### src/source/fan_pkg.sv
//##################################################
// FAN controller shared types
// adder command encoding and the per-adder control word
//##################################################

package fan_pkg;

	// width of the adder command field
	localparam int CMD_W = 3;

	//##################################################
	// adder commands
	//##################################################

	typedef enum logic [CMD_W-1:0] {
		CMD_IDLE       = 3'd0, // nothing to do this cycle
		CMD_BYPASS     = 3'd1, // pass partial sums upward
		CMD_LEFT_DONE  = 3'd3, // left vn complete
		CMD_RIGHT_DONE = 3'd4, // right vn complete
		CMD_BOTH_DONE  = 3'd5  // both vns complete
	} fan_cmd_e;

	//##################################################
	// control word for one adder of the tree
	//##################################################

	typedef struct packed {
		logic     add_en; // add left and right inputs
		fan_cmd_e cmd;
	} fan_node_ctrl_t;

endpackage
### src/source/fan_ctrl.sv
//##################################################
// FAN controller top level
// VN capture, one decoder per tree level and the
// skew alignment towards the adder tree
//##################################################

`timescale 1ns/1ps

module fan_ctrl #(
	parameter int NUM_PES = 32,
	localparam int LOG2_PES = $clog2(NUM_PES),
	localparam int SEL_W = $clog2(LOG2_PES),
	localparam int NUM_SEL_ADDERS = NUM_PES/4 - 1
) (
	input  logic                                    CLK,
	input  logic                                    rst,
	input  logic [NUM_PES-1:0][LOG2_PES-1:0]        i_vn,
	input  logic                                    i_stationary, // stationary load, no reduction
	input  logic                                    i_data_valid,
	output fan_pkg::fan_node_ctrl_t [NUM_PES-2:0]    o_node_ctrl,
	output logic [NUM_SEL_ADDERS-1:0][2*SEL_W-1:0]  o_reduction_sel,
	output logic                                    o_reduction_valid
);

	logic [NUM_PES-1:0][LOG2_PES-1:0]       w_vn;
	logic                                   w_decode_valid;
	fan_pkg::fan_node_ctrl_t [NUM_PES-2:0]   w_ctrl; // level ordered, level 0 first
	logic [NUM_SEL_ADDERS-1:0][2*SEL_W-1:0] w_sel;  // levels 2 and up only

	fan_vn_capture #(
		.NUM_PES(NUM_PES)
	) u_capture (
		.CLK           (CLK),
		.rst           (rst),
		.i_vn          (i_vn),
		.i_stationary  (i_stationary),
		.i_data_valid  (i_data_valid),
		.o_vn          (w_vn),
		.o_decode_valid(w_decode_valid)
	);

	//##################################################
	// per-level decoders
	//##################################################

	for (genvar l = 0; l < LOG2_PES; l++) begin : g_dec
		localparam int CNT = NUM_PES >> (l + 1);
		localparam int BASE = NUM_PES - (NUM_PES >> l);

		if (l >= 2) begin : g_with_sel
			localparam int SBASE = NUM_PES/4 - (NUM_PES >> l);

			fan_level_decode #(
				.NUM_PES(NUM_PES),
				.LVL    (l)
			) u_dec (
				.i_vn          (w_vn),
				.i_decode_valid(w_decode_valid),
				.o_ctrl        (w_ctrl[BASE +: CNT]),
				.o_sel         (w_sel[SBASE +: CNT])
			);
		end else begin : g_no_sel
			fan_level_decode #(
				.NUM_PES(NUM_PES),
				.LVL    (l)
			) u_dec (
				.i_vn          (w_vn),
				.i_decode_valid(w_decode_valid),
				.o_ctrl        (w_ctrl[BASE +: CNT]),
				.o_sel         ()
			);
		end
	end

	fan_skew_align #(
		.NUM_PES(NUM_PES)
	) u_align (
		.CLK              (CLK),
		.rst              (rst),
		.i_ctrl           (w_ctrl),
		.i_sel            (w_sel),
		.i_decode_valid   (w_decode_valid),
		.o_node_ctrl      (o_node_ctrl),
		.o_reduction_sel  (o_reduction_sel),
		.o_reduction_valid(o_reduction_valid)
	);

endmodule

### src/source/fan_skew_align.sv
//##################################################
// FAN skew alignment
// delays level L controls by L+1 cycles so they meet
// partial sums climbing the tree, then registers all
//##################################################

`timescale 1ns/1ps

module fan_skew_align #(
	parameter int NUM_PES = 32,
	localparam int LOG2_PES = $clog2(NUM_PES),
	localparam int SEL_W = $clog2(LOG2_PES),
	localparam int NUM_SEL_ADDERS = NUM_PES/4 - 1
) (
	input  logic                                     CLK,
	input  logic                                     rst,
	input  fan_pkg::fan_node_ctrl_t [NUM_PES-2:0]     i_ctrl,
	input  logic [NUM_SEL_ADDERS-1:0][2*SEL_W-1:0]   i_sel,
	input  logic                                     i_decode_valid,
	output fan_pkg::fan_node_ctrl_t [NUM_PES-2:0]     o_node_ctrl,
	output logic [NUM_SEL_ADDERS-1:0][2*SEL_W-1:0]   o_reduction_sel,
	output logic                                     o_reduction_valid
);

	fan_pkg::fan_node_ctrl_t [NUM_PES-2:0]   w_ctrl_tail; // chain ends, all levels
	logic [NUM_SEL_ADDERS-1:0][2*SEL_W-1:0] w_sel_tail;
	logic                                   r_valid_d;

	//##################################################
	// diagonal delay chains
	//##################################################

	for (genvar l = 0; l < LOG2_PES; l++) begin : g_lvl
		localparam int CNT = NUM_PES >> (l + 1);       // adders in this level
		localparam int BASE = NUM_PES - (NUM_PES >> l); // first adder index

		fan_pkg::fan_node_ctrl_t [l:0][CNT-1:0] r_ctrl_pipe;

		always_ff @(posedge CLK) begin
			if (rst) begin
				r_ctrl_pipe <= '0;
			end else begin
				r_ctrl_pipe[0] <= i_ctrl[BASE +: CNT];
				for (int d = 1; d <= l; d++) begin
					r_ctrl_pipe[d] <= r_ctrl_pipe[d-1];
				end
			end
		end

		assign w_ctrl_tail[BASE +: CNT] = r_ctrl_pipe[l];

		if (l >= 2) begin : g_sel
			localparam int SBASE = NUM_PES/4 - (NUM_PES >> l); // first select pair

			logic [l:0][CNT-1:0][2*SEL_W-1:0] r_sel_pipe;

			always_ff @(posedge CLK) begin
				if (rst) begin
					r_sel_pipe <= '0;
				end else begin
					r_sel_pipe[0] <= i_sel[SBASE +: CNT];
					for (int d = 1; d <= l; d++) begin
						r_sel_pipe[d] <= r_sel_pipe[d-1];
					end
				end
			end

			assign w_sel_tail[SBASE +: CNT] = r_sel_pipe[l];
		end
	end

	// valid tracks level 0, one flop deep
	always_ff @(posedge CLK) begin
		if (rst) begin
			r_valid_d <= 1'b0;
		end else begin
			r_valid_d <= i_decode_valid;
		end
	end

	//##################################################
	// output register
	//##################################################

	always_ff @(posedge CLK) begin
		if (rst) begin
			o_node_ctrl       <= '0;
			o_reduction_sel   <= '0;
			o_reduction_valid <= 1'b0;
		end else begin
			o_node_ctrl       <= w_ctrl_tail;
			o_reduction_sel   <= w_sel_tail;
			o_reduction_valid <= r_valid_d;
		end
	end

endmodule

### src/source/fan_level_decode.sv
//##################################################
// FAN level decoder
// add enable, VN completion command and forwarding
// link selects for every adder of one tree level
//##################################################

`timescale 1ns/1ps

module fan_level_decode #(
	parameter int NUM_PES = 32,
	parameter int LVL = 0,
	localparam int LOG2_PES = $clog2(NUM_PES),
	localparam int SEL_W = $clog2(LOG2_PES),
	localparam int NUM_ADDERS = NUM_PES >> (LVL + 1),
	localparam int SEL_ROWS = (LVL >= 2) ? NUM_ADDERS : 1
) (
	input  logic [NUM_PES-1:0][LOG2_PES-1:0]       i_vn,
	input  logic                                    i_decode_valid,
	output fan_pkg::fan_node_ctrl_t [NUM_ADDERS-1:0] o_ctrl,
	output logic [SEL_ROWS-1:0][2*SEL_W-1:0]       o_sel
);

	localparam int S = 2 ** (LVL + 1); // leaves under one adder
	localparam int H = 2 ** LVL;       // leaves under one input

	// leaves outside the tree never share a vn
	function automatic logic same_vn(
		input logic [NUM_PES-1:0][LOG2_PES-1:0] vn,
		input int                               i,
		input int                               j
	);
		if (i < 0 || j < 0 || i >= NUM_PES || j >= NUM_PES) begin
			return 1'b0;
		end
		return vn[i] == vn[j];
	endfunction

	for (genvar x = 0; x < NUM_ADDERS; x++) begin : g_adder
		localparam int A = x*S + H - 1; // last leaf of left subtree
		localparam int B = x*S + H;     // first leaf of right subtree

		logic               add_en;
		fan_pkg::fan_cmd_e  cmd;

		assign add_en = same_vn(i_vn, A, B);

		//##################################################
		// completion command
		//##################################################

		if (LVL == 0) begin : g_leaf_cmd
			logic lc;
			logic rc;

			assign lc = same_vn(i_vn, A, A - 1); // left leaf continues leftward
			assign rc = same_vn(i_vn, B, B + 1); // right leaf continues rightward

			always_comb begin
				if (add_en) begin
					cmd = fan_pkg::CMD_BYPASS;
				end else if (!lc && !rc) begin
					cmd = fan_pkg::CMD_BOTH_DONE;
				end else if (lc && !rc) begin
					cmd = fan_pkg::CMD_RIGHT_DONE;
				end else if (rc && !lc) begin
					cmd = fan_pkg::CMD_LEFT_DONE;
				end else begin
					cmd = fan_pkg::CMD_BYPASS;
				end
			end
		end else begin : g_tree_cmd
			// midpoints of the left and right subtrees
			localparam int P = x*S + H/2 - 1;
			localparam int Q = P + 1;
			localparam int R = B + H/2 - 1;
			localparam int T = R + 1;

			logic l_done;
			logic r_done;

			// vn spans the left child but stops inside this subtree
			assign l_done = same_vn(i_vn, P, Q) && !same_vn(i_vn, Q, B)
				&& !same_vn(i_vn, P, x*S - 1);
			assign r_done = same_vn(i_vn, R, T) && !same_vn(i_vn, R, A)
				&& !same_vn(i_vn, T, (x + 1)*S);

			always_comb begin
				case ({l_done, r_done})
					2'b11:   cmd = fan_pkg::CMD_BOTH_DONE;
					2'b01:   cmd = fan_pkg::CMD_RIGHT_DONE;
					2'b10:   cmd = fan_pkg::CMD_LEFT_DONE;
					default: cmd = fan_pkg::CMD_IDLE;
				endcase
			end
		end

		assign o_ctrl[x].add_en = i_decode_valid & add_en;
		assign o_ctrl[x].cmd    = i_decode_valid ? cmd : fan_pkg::CMD_IDLE;

		//##################################################
		// forwarding link selects
		//##################################################

		if (LVL >= 2) begin : g_sel
			logic [SEL_W-1:0] sel_l;
			logic [SEL_W-1:0] sel_r;

			// walk from the nearest link outward so the farthest match wins
			always_comb begin
				sel_l = SEL_W'(LVL - 1);
				sel_r = '0;
				for (int k = LVL - 2; k >= 0; k--) begin
					if (same_vn(i_vn, A, A - (1 << (LVL - 1 - k)))) begin
						sel_l = SEL_W'(k);
					end
					if (same_vn(i_vn, B, B + (1 << (LVL - 1 - k)))) begin
						sel_r = SEL_W'(LVL - 1 - k);
					end
				end
			end

			assign o_sel[x] = i_decode_valid ? {sel_r, sel_l} : '0; // left in low bits
		end
	end

	// levels 0 and 1 have no forwarding links
	if (LVL < 2) begin : g_no_sel
		assign o_sel = '0;
	end

endmodule

### src/source/fan_vn_capture.sv
//##################################################
// FAN VN capture
// two register stages for the leaf VN ids, plus the
// valid chain that qualifies streaming data
//##################################################

`timescale 1ns/1ps

module fan_vn_capture #(
	parameter int NUM_PES = 32,
	localparam int LOG2_PES = $clog2(NUM_PES)
) (
	input  logic                              CLK,
	input  logic                              rst,
	input  logic [NUM_PES-1:0][LOG2_PES-1:0] i_vn,
	input  logic                              i_stationary,
	input  logic                              i_data_valid,
	output logic [NUM_PES-1:0][LOG2_PES-1:0] o_vn,
	output logic                              o_decode_valid
);

	logic [NUM_PES-1:0][LOG2_PES-1:0] r_vn_s0; // first stage
	logic [NUM_PES-1:0][LOG2_PES-1:0] r_vn_s1; // second stage, feeds decoders
	logic [1:0]                       r_valid;

	// only streaming data is reduced, stationary loads are not
	always_ff @(posedge CLK) begin
		if (rst) begin
			r_valid <= '0;
		end else begin
			r_valid[0] <= i_data_valid & ~i_stationary;
			r_valid[1] <= r_valid[0];
		end
	end

	always_ff @(posedge CLK) begin
		if (rst) begin
			r_vn_s0 <= '0;
			r_vn_s1 <= '0;
		end else begin
			r_vn_s0 <= i_vn;
			r_vn_s1 <= r_vn_s0;
		end
	end

	assign o_vn           = r_vn_s1;
	assign o_decode_valid = r_valid[1];

endmodule

### config.mk
export PLATFORM = sky130hd
export DESIGN_NAME = fan_ctrl
export DESIGN_NICKNAME = d
export VERILOG_FILES = /design/src/source/fan_pkg.sv /design/src/source/fan_ctrl.sv /design/src/source/fan_skew_align.sv /design/src/source/fan_level_decode.sv /design/src/source/fan_vn_capture.sv
export SDC_FILE = /design/constraint.sdc
export NUM_CORES = 1
export LEC_CHECK = 0
export ABC_AREA = 1
export BUFFER_PORTS_ARGS = -buffer_cell sky130_fd_sc_hd__buf_4
export CAP_MARGIN = 20
export CORE_ASPECT_RATIO = 0.9
export CORE_MARGIN = 5
export CORE_UTILIZATION = 52
export DETAILED_ROUTE_END_ITERATION = 16
export PLACE_DENSITY = 0.75
export RECOVER_POWER = 50
export SLEW_MARGIN = 10
export SYNTH_ARGS = -nofsm -noshare
export SYNTH_HDL_FRONTEND = slang
export SYNTH_SLANG_ARGS = --single-unit
### constraint.sdc
create_clock -name CLK -period 1.3 [get_ports CLK]
set_clock_uncertainty 0.05 [all_clocks]
set_input_delay 0.13 -clock CLK [delete_from_list [all_inputs] [get_ports CLK]]
set_output_delay 0.13 -clock CLK [all_outputs]
set_load 0.02 [all_outputs]
==> key figures <==
Run status
  • Status: finished with violations
  • Failing checks: negative setup slack

Final layout
  • Fin area: slightly above 40,000 um2
  • Nets: 4,498
  • Layout cell share with drive strength beyond 1: 0.3490
  • Area growth, synth to finish: 45.41%

Die
  • Core Area: 52,950 um2
  • # IOs: 331
  • Initial core utilization: 0.5238
  • Die ar.: slightly below 60,000 um2
  • Die width: 253.5 um
  • Cell Rows: 80
  • Die Y: 229.1 um

Clocking
  • CTS tree: done
  • Clock root buffer: clkbuf_16
  • H-tree depth: 3
  • # clock sinks: 770
  • Longest Clk Path Bufs: 3
  • Clock slew at reported path FFs: 60 ps
  • CTS Buf Count: 74
  • Clock latency on the worst-skew pair: 630 ps

Placement
  • Placed cell area: 32,920 um2
  • GPL Wtd Cong: 0.9487
  • DP HPWL: about 54,000 um
  • PortBufs: roughly 300

Synth
  • Synth warn: 0
  • Mux share of post-synthesis cell area: 0
  • Seq/Total Area, Yosys: 0.5557
  • Synthesized area: 27,740 um2
  • Main combinational cell family by area after synthesis: simple AND/OR/NAND/NOR gates
  • Syn_area_per_cell: between 7 and 8 um2
  • Yosys reg bits: 770
  • Yosys cell types: 43
  • Compound-Gate Fraction of Synth Area: 0.01101
  • Syn Inst Count: 3,527
  • Simple-gate area share of the yosys netlist: 0.2188
  • Xor-xnor portion of the synthesized cell area: 0.06121
  • Synth Area in Adders: 0

Critical path
  • Critical Path Start: u_capture.o_vn[8]$_SDFF_PP0_
  • Reg2reg end: u_align.g_lvl[0].r_ctrl_pipe[3]$_SDFF_PP0_
  • R2R depth: 5
  • Reg-to-reg setup timing slack: -200 ps
  • Top Family by Delay on Critical Path: simple AND/OR/NAND/NOR gates
  • CP Launch Type: register
  • Worst setup EP type: register
  • CP Max Fanout: 4
  • CP bufs+invs: 2
  • WP depth: 5
  • Critical path class: register to register
  • Critical Path End: u_align.g_lvl[0].r_ctrl_pipe[3]$_SDFF_PP0_
  • Data required, critical path: around 1700 ps
  • Critical Path AT: 1920 ps
  • Worst r2r src: u_capture.o_vn[8]$_SDFF_PP0_
  • Critical path's slowest cell: dfxtp_1
  • Crit path cell chain: inv_1 > nand2_1 > nand4_1 > buf_4 > nor3_1
  • Crit path largest cell delay: 390 ps

Detailed routing
  • Total length of routed wires: between 80,000 and 90,000 um
  • Starting DRT DRC Count: 1,607
  • Pre-antenna DRT Iters: 7
  • DRC viols: 0
  • Routed length per instance: 16.65 um
  • Post-DRT Antenna Nets: 0
  • Total number of vias: 23.31k
  • DR vias/cell: between 4 and 5

STA
  • Post-route worst setup slack: -195.1 ps
  • Fin crit share: 1.150
  • Setup total negative slack: -3453 ps
  • Max Fclk: 668.8 MHz
  • Count of final hold-check violations: 0
  • Final Max Tran Viols: 0
  • Final setup fails: 69
  • RSZ-0062 raised after global routing: true
  • Final worst path period need: 1495 ps

Pwr
  • Power per cell area: 1298 nW/um2
  • Maximum vdd drop: 1.369 mV
  • Static leakage: 0.01915 uW

Global route
  • First-pass GRT wire length: 124,000 um
  • Pin count of the biggest net entering global routing: 66
  • Vias in the first global route: 23.08k
  • Grt total ovfl: 0
  • Tot GR Track Use: 0.2711
  • Initial antenna violation count: 3

Hold path
  • Hold WC Path Type: primary input to register

Run
  • Max-cap violations: 0
## through the flow
stage | worst slack, ps | util | hold WS, ps | instances | power, uW
floorplan | 73.27 | - | 151.6 | 3549 | 27460
global placement | -369.2 | 0.6217 | 248.3 | 4739 | 29240
detailed placement | -410.5 | 0.6217 | 247.2 | 4739 | 29290
CTS | -103.9 | 0.7261 | 167.1 | 5065 | 51590
global route | -236.7 | 0.7617 | 215.5 | 5093 | 54160
finish | -195.1 | 0.7617 | 189.7 | 5093 | 52340
## worst min-delay path, cell delays in order
cell and delay [ps]:
dlygate4sd3_1 520, buf_4 90, inv_1 30, nor2_1 60
## Yosys cell counts (all sizes together)
cell     count  area [um2]
nor3        27       155.2
nor2       839        3262
clkbuf      22       98.84
and2         1       6.260
o2111ai      1       8.760
buf        159        1018
xor2        80       700.7
nand2      517        1968
nor4         3       25.02
or2          3       18.77
nand4       22       158.9
conb         1       3.750
xnor2      113       997.2
o211ai       2       15.01
o22ai        3       18.77
dfxtp      770       15410
clkinv       1       5.000
a21oi       33       187.7
nand3       81       437.9
nand3b       5       37.54
o21ai       12       67.57
inv        831        3124
a21o         1       7.510
## flip-flops by register name (all words and copies together) (netlist names)
name	flops
u_align.o_node_ctrl	123
u_align.o_reduction_valid	1
u_align.g_lvl.r_ctrl_pipe	227
u_capture.o_vn	160
u_align.r_valid_d	1
u_align.g_lvl.g_sel.r_sel_pipe	76
u_capture.r_valid	2
u_capture.r_vn_s0	160
u_align.o_reduction_sel	20
## what timing repair did
| item | 4_1_cts | 5_1_grt |
|---|---|---|
| pin swaps | 98 | 196 |
| setup buffers | 31 | 30 |
| hold buffers | 163 | 0 |
| gates cloned | 1 | 0 |
| endpoints found under the hold margin | 166 | 0 |
| endpoints found under the setup margin | 150 | 185 |
| resized for setup | 434 | 529 |
## cells by family (layout without fill, tap and decap cells)
logic type	after synthesis	after routing
simple gates	1498	1498
xor+xnor	193	193
buf+inv	1013	1857
other cells	1	26
flops	770	770
compound gates	52	52
## report_power, final
part	switching [uW]	internal [uW]	total, uW	leakage [uW]
Sequential	442	24100	24500	0.00638
Clock	9200	12500	21700	0.00122
Combinational	3260	2830	6090	0.0115
Total	12900	39400	52300	0.0191
## placed cells by master, fill, tap and decap left out, types with 13 or more instances in the layout
cell type      netlist  layout
a21oi_1             27      13
a21oi_2              6      16
buf_12               0      20
buf_4               69     530
buf_6                9     160
clkbuf_1             9      20
clkbuf_16            0      77
clkbuf_8             0      16
conb_1               1      23
dfxtp_1            770     576
dfxtp_2              0     118
dfxtp_4              0      76
dlygate4sd3_1        0     163
inv_1              797     732
inv_2               33      77
inv_4                0      21
nand2_1            508     377
nand2_2              8     116
nand2_4              1      22
nand3_1             76      27
nand3_2              4      37
nand3_4              1      17
nand4_1             20      20
nor2_1             814     731
nor2_2              15      55
nor2_4              10      53
nor3_2               4      14
xnor2_1            112      77
xnor2_2              1      32
xor2_1              80      71
## how the worst min path moves through the flow
stage                                                    to  slack (ps)    startpoint  depth (start not counted)
after CTS                 u_capture.r_vn_s0[126]$_SDFF_PP0_         170     i_vn[126]                          4
after detailed placement    u_capture.r_valid[0]$_SDFF_PP0_         250  i_stationary                          2
final                     u_capture.r_vn_s0[131]$_SDFF_PP0_         190     i_vn[131]                          4
after global routing       u_capture.r_vn_s0[65]$_SDFF_PP0_         220      i_vn[65]                          4
after global placement      u_capture.r_valid[0]$_SDFF_PP0_         250  i_stationary                          2
after floorplan             u_capture.r_valid[0]$_SDFF_PP0_         150  i_stationary                          1
## final cells by class
| type | instances | area [um2] |
|---|---|---|
| clock buffer | 111 | 2215 |
| antenna | 3 | 7.507 |
| tap | 697 | 872.1 |
| fill | 3367 | 12620 |
| sequential | 770 | 15850 |
| inverter | 832 | 3189 |
| timing repair buffer | 890 | 7943 |
| clock inverter | 24 | 261.5 |
| multi-input combinational | 1766 | 9998 |
## metal layers
metal,GRT usage,vias up,part of all wire
met5,0,-,0
met4,0.1049,0,0.044
met1,0.3523,10800,0.40
li1,-,11510,-
met2,0.4557,797,0.49
met3,0.04209,199,0.061
Power figures use the tool's default switching activity.
